[config.mk]
export PLATFORM = sky130hd
export DESIGN_NAME = rv_core
export DESIGN_NICKNAME = d
export VERILOG_FILES = /design/src/rtl/rv_pkg.sv /design/src/rtl/ctrl_if.sv /design/src/rtl/rv_sequencer.sv /design/src/rtl/rv_decoder.sv /design/src/rtl/rv_execute.sv /design/src/rtl/rv_regfile.sv /design/src/rtl/rv_core.sv
export SDC_FILE = /design/constraint.sdc
export NUM_CORES = 2
export LEC_CHECK = 0
export ABC_AREA = 1
export BUFFER_PORTS_ARGS = -buffer_cell sky130_fd_sc_hd__buf_4
export CELL_PAD_IN_SITES_DETAIL_PLACEMENT = 1
export CELL_PAD_IN_SITES_GLOBAL_PLACEMENT = 1
export CORE_ASPECT_RATIO = 2
export CORE_UTILIZATION = 34
export DETAILED_ROUTE_END_ITERATION = 6
export PLACE_DENSITY = 0.62
export SETUP_SLACK_MARGIN = 0.2
export SLEW_MARGIN = 20
export SYNTH_ARGS = -nofsm -noshare
export SYNTH_HDL_FRONTEND = slang
export SYNTH_SLANG_ARGS = --single-unit
export TNS_END_PERCENT = 20
[constraint.sdc]
create_clock -name clk -period 10.9 [get_ports clk]
set_input_delay 1.09 -clock clk [delete_from_list [all_inputs] [get_ports clk]]
set_output_delay 1.09 -clock clk [all_outputs]
set_load 0.02 [all_outputs]
[src/rtl/rv_pkg.sv]
package rv_pkg;

  typedef logic [31:0] word_t;
  typedef logic [4:0]  reg_addr_t;

  typedef enum logic [2:0] {
    ST_IDLE,
    ST_IF,
    ST_ID,
    ST_EX,
    ST_MEM,
    ST_WB
  } state_e;

  // ALU functions first, then branch compares
  typedef enum logic [4:0] {
    ALU_NONE,
    ALU_ADD,
    ALU_SUB,
    ALU_AND,
    ALU_OR,
    ALU_XOR,
    ALU_SLL,
    ALU_SRL,
    ALU_SRA,
    ALU_SLT,
    ALU_SLTU,
    ALU_JALR,
    BR_BEQ,
    BR_BNE,
    BR_BLT,
    BR_BGE,
    BR_BLTU,
    BR_BGEU
  } alu_fun_e;

  typedef enum logic [1:0] {OP1_RS1, OP1_PC, OP1_ZERO} op1_sel_e;

  typedef enum logic [2:0] {OP2_RS2, OP2_IMI, OP2_IMS, OP2_IMJ, OP2_IMU} op2_sel_e;

  typedef enum logic [1:0] {WB_NONE, WB_ALU, WB_MEM, WB_PC} wb_sel_e;

  // ********************
  // Opcode masks
  localparam word_t TYPE_ISB = 32'h0000_707f;
  localparam word_t TYPE_R   = 32'hfe00_707f;
  localparam word_t TYPE_UJ  = 32'h0000_007f;

  // ********************
  // Patterns matched under TYPE_ISB
  localparam word_t LW_INST    = 32'h0000_2003;
  localparam word_t SW_INST    = 32'h0000_2023;
  localparam word_t ADDI_INST  = 32'h0000_0013;
  localparam word_t ANDI_INST  = 32'h0000_7013;
  localparam word_t ORI_INST   = 32'h0000_6013;
  localparam word_t XORI_INST  = 32'h0000_4013;
  localparam word_t SLTI_INST  = 32'h0000_2013;
  localparam word_t SLTIU_INST = 32'h0000_3013;
  localparam word_t BEQ_INST   = 32'h0000_0063;
  localparam word_t BNE_INST   = 32'h0000_1063;
  localparam word_t BLT_INST   = 32'h0000_4063;
  localparam word_t BGE_INST   = 32'h0000_5063;
  localparam word_t BLTU_INST  = 32'h0000_6063;
  localparam word_t BGEU_INST  = 32'h0000_7063;
  localparam word_t JALR_INST  = 32'h0000_0067;

  // Patterns matched under TYPE_R
  localparam word_t ADD_INST   = 32'h0000_0033;
  localparam word_t SUB_INST   = 32'h4000_0033;
  localparam word_t SLL_INST   = 32'h0000_1033;
  localparam word_t SLT_INST   = 32'h0000_2033;
  localparam word_t SLTU_INST  = 32'h0000_3033;
  localparam word_t XOR_INST   = 32'h0000_4033;
  localparam word_t SRL_INST   = 32'h0000_5033;
  localparam word_t SRA_INST   = 32'h4000_5033;
  localparam word_t OR_INST    = 32'h0000_6033;
  localparam word_t AND_INST   = 32'h0000_7033;
  localparam word_t SLLI_INST  = 32'h0000_1013;
  localparam word_t SRLI_INST  = 32'h0000_5013;
  localparam word_t SRAI_INST  = 32'h4000_5013;

  // Patterns matched under TYPE_UJ
  localparam word_t JAL_INST   = 32'h0000_006f;
  localparam word_t LUI_INST   = 32'h0000_0037;
  localparam word_t AUIPC_INST = 32'h0000_0017;

  localparam word_t UNIMP_INST = 32'hc000_1073;

endpackage

[src/rtl/ctrl_if.sv]
`timescale 1ns/1ps

interface ctrl_if import rv_pkg::*; ();

  alu_fun_e  alu_fun;
  word_t     op1_data;
  word_t     op2_data;
  word_t     br_offset;
  logic      jump;
  logic      mem_wen;
  logic      rf_wen;
  wb_sel_e   wb_sel;
  reg_addr_t rd_addr;
  word_t     rs2_data;

  modport src (
    output alu_fun, op1_data, op2_data, br_offset, jump,
    output mem_wen, rf_wen, wb_sel, rd_addr, rs2_data
  );

  modport sink (
    input alu_fun, op1_data, op2_data, br_offset, jump,
    input mem_wen, rf_wen, wb_sel, rd_addr, rs2_data
  );

endinterface

[src/rtl/rv_sequencer.sv]
`timescale 1ns/1ps

module rv_sequencer import rv_pkg::*; #(
  parameter word_t start_addr = '0
) (
  input  logic  clk,
  input  logic  rst_n,
  input  logic  br_flg,
  input  logic  jump,
  input  word_t br_target,
  input  word_t alu_out,
  output word_t pc,
  output logic  id_en,
  output logic  ex_en,
  output logic  wb_en,
  output logic  mem_phase
);

  state_e state;
  word_t  pc_next;

  always_ff @(posedge clk or negedge rst_n) begin
    if (!rst_n) begin
      state <= ST_IDLE;
    end else begin
      case (state)
        ST_IDLE: state <= ST_IF;
        ST_IF:   state <= ST_ID;
        ST_ID:   state <= ST_EX;
        ST_EX:   state <= ST_MEM;
        ST_MEM:  state <= ST_WB;
        default: state <= ST_IF;
      endcase
    end
  end

  assign id_en     = (state == ST_ID);
  assign ex_en     = (state == ST_EX);
  assign wb_en     = (state == ST_WB);
  assign mem_phase = (state == ST_MEM) || (state == ST_WB);

  // Branch wins over jump, then fall through
  always_comb begin
    if (br_flg) begin
      pc_next = br_target;
    end else if (jump) begin
      pc_next = alu_out;
    end else begin
      pc_next = pc + 32'd4;
    end
  end

  always_ff @(posedge clk or negedge rst_n) begin
    if (!rst_n) begin
      pc <= start_addr;
    end else if (wb_en) begin
      pc <= pc_next;
    end
  end

  a_state_legal: assert property (@(posedge clk) disable iff (!rst_n)
    state inside {ST_IDLE, ST_IF, ST_ID, ST_EX, ST_MEM, ST_WB});

endmodule

[src/rtl/rv_decoder.sv]
`timescale 1ns/1ps

module rv_decoder import rv_pkg::*; (
  input  logic      clk,
  input  logic      rst_n,
  input  word_t     inst,
  input  word_t     pc,
  input  logic      id_en,
  input  word_t     rs1_data,
  input  word_t     rs2_data,
  output reg_addr_t rs1_addr,
  output reg_addr_t rs2_addr,
  ctrl_if.src       ctrl
);

  word_t    imm_i;
  word_t    imm_s;
  word_t    imm_b;
  word_t    imm_j;
  word_t    imm_u;
  word_t    inst_isb;
  word_t    inst_r;
  word_t    inst_uj;
  alu_fun_e dec_fun;
  op1_sel_e op1_sel;
  op2_sel_e op2_sel;
  logic     dec_mem_wen;
  logic     dec_rf_wen;
  wb_sel_e  dec_wb_sel;
  logic     dec_jump;
  word_t    op1_mux;
  word_t    op2_mux;

  assign rs1_addr = inst[19:15];
  assign rs2_addr = inst[24:20];

  assign imm_i = {{20{inst[31]}}, inst[31:20]};
  assign imm_s = {{20{inst[31]}}, inst[31:25], inst[11:7]};
  assign imm_b = {{19{inst[31]}}, inst[31], inst[7], inst[30:25], inst[11:8], 1'b0};
  assign imm_j = {{11{inst[31]}}, inst[31], inst[19:12], inst[20], inst[30:21], 1'b0};
  assign imm_u = {inst[31:12], 12'b0};

  assign inst_isb = inst & TYPE_ISB;
  assign inst_r   = inst & TYPE_R;
  assign inst_uj  = inst & TYPE_UJ;

  // ********************
  // Function code by pattern match
  always_comb begin
    case (inst_isb)
      LW_INST, SW_INST, ADDI_INST: dec_fun = ALU_ADD;
      ANDI_INST:  dec_fun = ALU_AND;
      ORI_INST:   dec_fun = ALU_OR;
      XORI_INST:  dec_fun = ALU_XOR;
      SLTI_INST:  dec_fun = ALU_SLT;
      SLTIU_INST: dec_fun = ALU_SLTU;
      BEQ_INST:   dec_fun = BR_BEQ;
      BNE_INST:   dec_fun = BR_BNE;
      BLT_INST:   dec_fun = BR_BLT;
      BGE_INST:   dec_fun = BR_BGE;
      BLTU_INST:  dec_fun = BR_BLTU;
      BGEU_INST:  dec_fun = BR_BGEU;
      JALR_INST:  dec_fun = ALU_JALR;
      default: begin
        case (inst_r)
          ADD_INST:             dec_fun = ALU_ADD;
          SUB_INST:             dec_fun = ALU_SUB;
          AND_INST:             dec_fun = ALU_AND;
          OR_INST:              dec_fun = ALU_OR;
          XOR_INST:             dec_fun = ALU_XOR;
          SLL_INST, SLLI_INST:  dec_fun = ALU_SLL;
          SRL_INST, SRLI_INST:  dec_fun = ALU_SRL;
          SRA_INST, SRAI_INST:  dec_fun = ALU_SRA;
          SLT_INST:             dec_fun = ALU_SLT;
          SLTU_INST:            dec_fun = ALU_SLTU;
          default: begin
            case (inst_uj)
              JAL_INST, LUI_INST, AUIPC_INST: dec_fun = ALU_ADD;
              default:                        dec_fun = ALU_NONE;
            endcase
          end
        endcase
      end
    endcase
  end

  // ********************
  // Operand and writeback form by opcode
  always_comb begin
    op1_sel     = OP1_RS1;
    op2_sel     = OP2_RS2;
    dec_mem_wen = 1'b0;
    dec_rf_wen  = 1'b0;
    dec_wb_sel  = WB_NONE;
    dec_jump    = 1'b0;
    // Unknown encodings leave everything idle
    if (dec_fun != ALU_NONE) begin
      case (inst_uj)
        LW_INST & TYPE_UJ: begin
          op2_sel    = OP2_IMI;
          dec_rf_wen = 1'b1;
          dec_wb_sel = WB_MEM;
        end
        SW_INST & TYPE_UJ: begin
          op2_sel     = OP2_IMS;
          dec_mem_wen = 1'b1;
        end
        ADDI_INST: begin
          op2_sel    = OP2_IMI;
          dec_rf_wen = 1'b1;
          dec_wb_sel = WB_ALU;
        end
        ADD_INST: begin
          dec_rf_wen = 1'b1;
          dec_wb_sel = WB_ALU;
        end
        JALR_INST: begin
          op2_sel    = OP2_IMI;
          dec_rf_wen = 1'b1;
          dec_wb_sel = WB_PC;
          dec_jump   = 1'b1;
        end
        JAL_INST: begin
          op1_sel    = OP1_PC;
          op2_sel    = OP2_IMJ;
          dec_rf_wen = 1'b1;
          dec_wb_sel = WB_PC;
          dec_jump   = 1'b1;
        end
        LUI_INST: begin
          op1_sel    = OP1_ZERO;
          op2_sel    = OP2_IMU;
          dec_rf_wen = 1'b1;
          dec_wb_sel = WB_ALU;
        end
        AUIPC_INST: begin
          op1_sel    = OP1_PC;
          op2_sel    = OP2_IMU;
          dec_rf_wen = 1'b1;
          dec_wb_sel = WB_ALU;
        end
        default: begin
          // Branches compare rs1 with rs2
          op1_sel = OP1_RS1;
        end
      endcase
    end
  end

  always_comb begin
    case (op1_sel)
      OP1_PC:   op1_mux = pc;
      OP1_ZERO: op1_mux = '0;
      default:  op1_mux = rs1_data;
    endcase
    case (op2_sel)
      OP2_IMI: op2_mux = imm_i;
      OP2_IMS: op2_mux = imm_s;
      OP2_IMJ: op2_mux = imm_j;
      OP2_IMU: op2_mux = imm_u;
      default: op2_mux = rs2_data;
    endcase
  end

  always_ff @(posedge clk or negedge rst_n) begin
    if (!rst_n) begin
      ctrl.alu_fun <= ALU_NONE;
      ctrl.jump    <= 1'b0;
      ctrl.mem_wen <= 1'b0;
      ctrl.rf_wen  <= 1'b0;
      ctrl.wb_sel  <= WB_NONE;
      ctrl.rd_addr <= '0;
    end else if (id_en) begin
      ctrl.alu_fun <= dec_fun;
      ctrl.jump    <= dec_jump;
      ctrl.mem_wen <= dec_mem_wen;
      ctrl.rf_wen  <= dec_rf_wen;
      ctrl.wb_sel  <= dec_wb_sel;
      ctrl.rd_addr <= inst[11:7];
    end
  end

  always_ff @(posedge clk) begin
    if (id_en) begin
      ctrl.op1_data  <= op1_mux;
      ctrl.op2_data  <= op2_mux;
      ctrl.br_offset <= imm_b;
      ctrl.rs2_data  <= rs2_data;
    end
  end

  a_store_no_rf_write: assert property (@(posedge clk) disable iff (!rst_n)
    !(ctrl.mem_wen && ctrl.rf_wen));

endmodule

[src/rtl/rv_execute.sv]
`timescale 1ns/1ps

module rv_execute import rv_pkg::*; (
  input  logic  clk,
  input  logic  rst_n,
  input  logic  ex_en,
  input  word_t pc,
  ctrl_if.sink  ctrl,
  output word_t alu_out,
  output word_t br_target,
  output logic  br_flg
);

  word_t op1;
  word_t op2;
  word_t sum;
  word_t alu_res;
  logic  lt_s;
  logic  lt_u;
  logic  br_take;

  assign op1  = ctrl.op1_data;
  assign op2  = ctrl.op2_data;
  assign sum  = op1 + op2;
  assign lt_s = $signed(op1) < $signed(op2);
  assign lt_u = op1 < op2;

  always_comb begin
    case (ctrl.alu_fun)
      ALU_ADD:  alu_res = sum;
      ALU_SUB:  alu_res = op1 - op2;
      ALU_AND:  alu_res = op1 & op2;
      ALU_OR:   alu_res = op1 | op2;
      ALU_XOR:  alu_res = op1 ^ op2;
      ALU_SLL:  alu_res = op1 << op2[4:0];
      ALU_SRL:  alu_res = op1 >> op2[4:0];
      ALU_SRA:  alu_res = $signed(op1) >>> op2[4:0];
      ALU_SLT:  alu_res = {31'b0, lt_s};
      ALU_SLTU: alu_res = {31'b0, lt_u};
      // Target must be halfword aligned
      ALU_JALR: alu_res = {sum[31:1], 1'b0};
      default:  alu_res = '0;
    endcase
  end

  always_comb begin
    case (ctrl.alu_fun)
      BR_BEQ:  br_take = (op1 == op2);
      BR_BNE:  br_take = (op1 != op2);
      BR_BLT:  br_take = lt_s;
      BR_BGE:  br_take = !lt_s;
      BR_BLTU: br_take = lt_u;
      BR_BGEU: br_take = !lt_u;
      default: br_take = 1'b0;
    endcase
  end

  always_ff @(posedge clk or negedge rst_n) begin
    if (!rst_n) begin
      br_flg <= 1'b0;
    end else if (ex_en) begin
      br_flg <= br_take;
    end
  end

  always_ff @(posedge clk) begin
    if (ex_en) begin
      alu_out   <= alu_res;
      br_target <= pc + ctrl.br_offset;
    end
  end

endmodule

[src/rtl/rv_regfile.sv]
`timescale 1ns/1ps

module rv_regfile import rv_pkg::*; (
  input  logic      clk,
  input  logic      rst_n,
  input  reg_addr_t rs1_addr,
  input  reg_addr_t rs2_addr,
  input  reg_addr_t rd_addr,
  input  logic      we,
  input  word_t     wd,
  output word_t     rs1_data,
  output word_t     rs2_data,
  output word_t     gp
);

  word_t regs [32];

  always_ff @(posedge clk or negedge rst_n) begin
    if (!rst_n) begin
      for (int i = 0; i < 32; i++) begin
        regs[i] <= '0;
      end
    end else if (we && (rd_addr != '0)) begin
      regs[rd_addr] <= wd;
    end
  end

  // x0 reads as zero
  assign rs1_data = (rs1_addr == '0) ? '0 : regs[rs1_addr];
  assign rs2_data = (rs2_addr == '0) ? '0 : regs[rs2_addr];

  assign gp = regs[3];

  a_x0_zero: assert property (@(posedge clk) disable iff (!rst_n)
    regs[0] == '0);

endmodule

[src/rtl/rv_core.sv]
`timescale 1ns/1ps

module rv_core import rv_pkg::*; #(
  parameter word_t start_addr = '0
) (
  input  logic  clk,
  input  logic  rst_n,
  input  word_t inst,
  input  word_t rdata,
  output word_t addr_i,
  output word_t addr_d,
  output logic  wen,
  output word_t wdata,
  output logic  exit,
  output word_t gp
);

  word_t     pc;
  word_t     alu_out;
  word_t     br_target;
  logic      br_flg;
  logic      id_en;
  logic      ex_en;
  logic      wb_en;
  logic      mem_phase;
  reg_addr_t rs1_addr;
  reg_addr_t rs2_addr;
  word_t     rs1_data;
  word_t     rs2_data;
  word_t     wb_data;

  ctrl_if ctrl ();

  rv_sequencer #(
    .start_addr (start_addr)
  ) u_seq (
    .clk       (clk),
    .rst_n     (rst_n),
    .br_flg    (br_flg),
    .jump      (ctrl.jump),
    .br_target (br_target),
    .alu_out   (alu_out),
    .pc        (pc),
    .id_en     (id_en),
    .ex_en     (ex_en),
    .wb_en     (wb_en),
    .mem_phase (mem_phase)
  );

  rv_decoder u_dec (
    .clk      (clk),
    .rst_n    (rst_n),
    .inst     (inst),
    .pc       (pc),
    .id_en    (id_en),
    .rs1_data (rs1_data),
    .rs2_data (rs2_data),
    .rs1_addr (rs1_addr),
    .rs2_addr (rs2_addr),
    .ctrl     (ctrl.src)
  );

  rv_execute u_exe (
    .clk       (clk),
    .rst_n     (rst_n),
    .ex_en     (ex_en),
    .pc        (pc),
    .ctrl      (ctrl.sink),
    .alu_out   (alu_out),
    .br_target (br_target),
    .br_flg    (br_flg)
  );

  // ********************
  // Writeback select
  always_comb begin
    case (ctrl.wb_sel)
      WB_MEM:  wb_data = rdata;
      WB_PC:   wb_data = pc + 32'd4;
      WB_ALU:  wb_data = alu_out;
      default: wb_data = alu_out;
    endcase
  end

  rv_regfile u_rf (
    .clk      (clk),
    .rst_n    (rst_n),
    .rs1_addr (rs1_addr),
    .rs2_addr (rs2_addr),
    .rd_addr  (ctrl.rd_addr),
    .we       (wb_en && ctrl.rf_wen),
    .wd       (wb_data),
    .rs1_data (rs1_data),
    .rs2_data (rs2_data),
    .gp       (gp)
  );

  // Memory ports
  assign addr_i = pc;
  assign addr_d = alu_out;
  assign wen    = mem_phase && ctrl.mem_wen;
  assign wdata  = ctrl.rs2_data;

  assign exit = (inst == UNIMP_INST);

endmodule

==> results.py <==
metrics = {
    "yosys": {
        "ranking_of_synthesized_cells_by_area": "sky130_fd_sc_hd__dfrtp_1 35%, sky130_fd_sc_hd__nand2_1 14%, sky130_fd_sc_hd__o21ai_0 12%, sky130_fd_sc_hd__edfxtp_1 6.7%, sky130_fd_sc_hd__a21oi_1 6.1%",
        "synthDominantAreaCellType": "sky130_fd_sc_hd__dfrtp_1",
        "dominantRegCellSynth": "sky130_fd_sc_hd__dfrtp_1",
        "post-synth-top-count-cell": "sky130_fd_sc_hd__nand2_1",
        "synth_commonest_cells": "2804 x sky130_fd_sc_hd__nand2_1, 1841 x sky130_fd_sc_hd__o21ai_0, 1075 x sky130_fd_sc_hd__dfrtp_1",
        "syn_nets": 11100,
        "synth.top_cell.area_share": 0.346,
        "ys.warnings.count": 0,
        "proportion_of_register_bits_with_asynchronous_set_or_reset_after_synthesis": 0.862,
        "synth-edff-count": 172,
        "post_synth_num_cell_types": 69,
        "ys_seq_elements": 1247,
        "syn_inst": 10900,
        "avgSynthCellArea_sq_um": 7.14,
        "synth.cell_area_sq_um": 77600,
        "synth_seq_area_share": 0.413,
    },
    "clocking": {
        "post_cts.repair.setup_buffers": 0,
        "h-tree-depth": 4,
        "cts.path.max_buffers": 4,
        "cts_num_sinks": 1247,
        "clk_transition_reported_paths_ns": 0.06,
        "clock-root-buffer": "sky130_fd_sc_hd__clkbuf_16",
        "insertion_delay_ns": 0.85,
        "cts_made_buffers": 140,
        "cts_tree": "yes",
        "postCtsResizedCells": 0,
        "cts-hold-fix-buffers": 0,
    },
    "pwr": {
        "pwr_density_cell_nw_per_um2": 127,
        "vdd_drop_max_mv": 0.119,
        "leakage_nw": 38.0,
    },
    "timing": {
        "finalHoldViolCount": 0,
        "finalMaxSlewViolations": 0,
        "final.min_clock_period_ns": 5.73,
        "rsz_0062_raised_after_global_routing": "no",
        "layout_worst_path_cycle_share": 0.525,
        "clock-skew-final_ns": 0.0731,
        "setup_tns_ns": 0,
        "final-setup-viol-count": 0,
        "fmax_mhz": 175,
        "slew_headroom": 0.111,
        "max_slew.worst_pin.slew_ns": 1.32,
    },
    "floorplan": {
        "total_die_area_sq_um": 230000,
        "floorplan.initialDensity": 0.343,
        "ioPinCount": 196,
        "core_box_area_sq_um": 227000,
        "die_x_um": 340,
        "fp-row-count": 247,
        "die_y_um": 678,
    },
    "grt": {
        "overall_global_routing_resource_usage": 0.403,
        "gr-total-overflow": 0,
        "grt_pass1_vias": 85000,
        "maximum_number_of_pins_on_one_net_before_global_route_repair": 224,
        "grt_pass1_wl_um": 659000,
        "antenna_violations_before_repair": 42,
    },
    "worst_setup_path": {
        "worst-path-max-fanout": 100,
        "endpoint_required_time_on_the_critical_path_ns": 9.81,
        "cp_top_family": "buffers and inverters",
        "sum_of_buffers_and_inverters_on_the_critical_path": 5,
        "r2r_depth": 11,
        "crit-reg2reg-launch": "u_dec.ctrl.op1_data[19]",
        "cp-end-kind": "primary output",
        "delay_of_the_slowest_cell_on_the_worst_path_ns": 0.58,
        "worst-endpoint-arrival_ns": 4.64,
        "worst_r2r_endpoint": "u_exe.alu_out[22]",
        "critical_path_launch_point_type": "input pin",
        "crit_path_cell_chain": "buf_8 > inv_8 > nand2_1 > buf_4 > clkinv_1 > nand2_1 > nor2_1 > nand4_1 > nor2_1 > buf_4",
        "path_class": "input pin to primary output",
        "worst-r2r-setup-slack_ns": 5.46,
        "critical_path.slowest_cell": "sky130_fd_sc_hd__inv_8",
    },
    "route": {
        "route.detailed.wl_per_inst_um": 34.3,
        "vias": 83200,
        "drt-initial-drc-count": 7558,
        "postRouteWirelength_um": 470000,
        "detailedRoute.firstPassIterationCount": 5,
        "drc": 0,
        "via_per_inst": 6.07,
        "antenna_nets_post_route": 0,
    },
    "layout": {
        "drive_gt1_frac": 0.0801,
        "layout.cell_area.non_filler_sq_um": 85800,
        "post_layout_nonfiller_instances": 13700,
        "post_layout_net_count": 10800,
        "area.growth.synth_to_final_pct": 10.6,
    },
    "worst_hold_path": {
        "hold_class": "input pin to asynchronous set/reset pin",
    },
    "placement": {
        "place.gp.congestion": 1.08,
        "placement.io_buffers": 195,
        "placedInstanceArea_sq_um": 81200,
        "place_inst": 13400,
        "hpwlAfterDp_um": 328000,
    },
    "run_status": {
        "outcome": "finished, final reports clean",
    },
    "flow_run": {
        "max_cap_violations": 0,
    },
}
==> layer usage <==
layer  GRT usage  up-vias  wire length (um)
met3      0.0826     1641             30200
met2       0.658     3856            222000
li1            -    35800                 -
met5           0        -               136
met4       0.433       20             58800
met1       0.414    41900            159000
==> worst max-delay path by stage <==
| stage | start | endpoint | slack [ns] | cells past startpoint |
|---|---|---|---|---|
| floorplan | u_seq.state[2] | u_exe.br_flg | 5.30 | 4 |
| global placement | inst[16] | u_dec.ctrl.op1_data[6] | 4.84 | 9 |
| detailed placement | inst[20] | u_dec.ctrl.op2_data[6] | 4.86 | 12 |
| CTS | inst[20] | exit | 5.33 | 10 |
| global route | inst[20] | exit | 5.15 | 10 |
| finish | inst[20] | exit | 5.17 | 10 |
==> power by group <==
| group | internal [W] | switching (W) |
|---|---|---|
| sequential | 0.00476 | 0.0000495 |
| clock | 0.00272 | 0.00216 |
| combinational | 0.000265 | 0.000963 |
==> cell families (layout without fill, tap and decap cells) <==
group                    count (synthesis)  after routing  share of synthesized area
adder cells (fa/ha/maj)                132            132                     0.0216
multiplexers                            13             13                    0.00168
AND/OR/NAND/NOR                       4075           4075                      0.217
other                                    0             33                          0
buffers and inverters                 1879           1675                     0.0985
XOR/XNOR                                41             41                    0.00463
AO/OA/AOI/OAI                         3490           3490                      0.244
flip-flops                            1247           1247                      0.413
==> per-stage QoR <==
| stage | power (W) | hold slack, ns | worst slack [ns] | util |
|---|---|---|---|---|
| finish | 0.0109 | 0.270 | 5.17 | 0.379 |
| floorplan | 0.00547 | 0.440 | 5.30 | - |
| detailed placement | 0.00609 | 0.381 | 4.86 | 0.358 |
| global placement | 0.00608 | 0.375 | 4.84 | 0.358 |
| CTS | 0.0110 | 0.273 | 5.33 | 0.378 |
| global route | 0.0112 | 0.312 | 5.15 | 0.379 |
==> cell usage in the layout (no fill, tap or decap), drive strengths merged, types with 105 or more instances in the layout <==
cell type  count
buf          422
nor2         445
edfxtp       172
dfrtp       1075
nand4        105
clkbuf       203
nand2       2813
inv         1007
o211ai       247
o21ai       2039
nand3        603
a21oi        954
ha           129
==> cell type report <==
cell class / instances / area [sq um]
antenna: 33 / 82.6
clock buffer: 203 / 4010
timing repair buffer: 422 / 3410
fill: 28000 / 141000
inverter: 1015 / 3840
clock inverter: 35 / 403
sequential: 1247 / 32100
multi-input combinational: 7751 / 38300
tap: 2988 / 3740
==> state kept, by name, indices dropped and copies added, names as in the netlist <==
register and cells:
u_dec.ctrl.op2_data 32, u_dec.ctrl.rs2_data 32, u_dec.ctrl.wb_sel 2, u_dec.ctrl.jump 1, u_dec.ctrl.br_offset 12, u_dec.ctrl.alu_fun 5, u_exe.br_target 32, u_dec.ctrl.rf_wen 1
u_rf.regs 992, u_dec.ctrl.mem_wen 1, u_exe.br_flg 1, u_exe.alu_out 32, u_rf.gp 32, u_seq.pc 32, u_seq.state 3, u_dec.ctrl.rd_addr 5
u_dec.ctrl.op1_data 32
==> worst register-to-register path, cell delays in order (launching register included) <==
cell,delay (ns)
sky130_fd_sc_hd__edfxtp_1,0.97
sky130_fd_sc_hd__inv_1,0.24
sky130_fd_sc_hd__ha_1,0.68
sky130_fd_sc_hd__nand2_1,0.18
sky130_fd_sc_hd__nor2_1,0.13
sky130_fd_sc_hd__inv_1,0.11
sky130_fd_sc_hd__nor2_1,0.65
sky130_fd_sc_hd__nand4_1,0.37
sky130_fd_sc_hd__nand2_1,0.25
sky130_fd_sc_hd__a21oi_1,0.08
sky130_fd_sc_hd__o21ai_0,0.14
sky130_fd_sc_hd__nand4_1,0.98
Note: power is estimated with default switching activity, not from simulation.
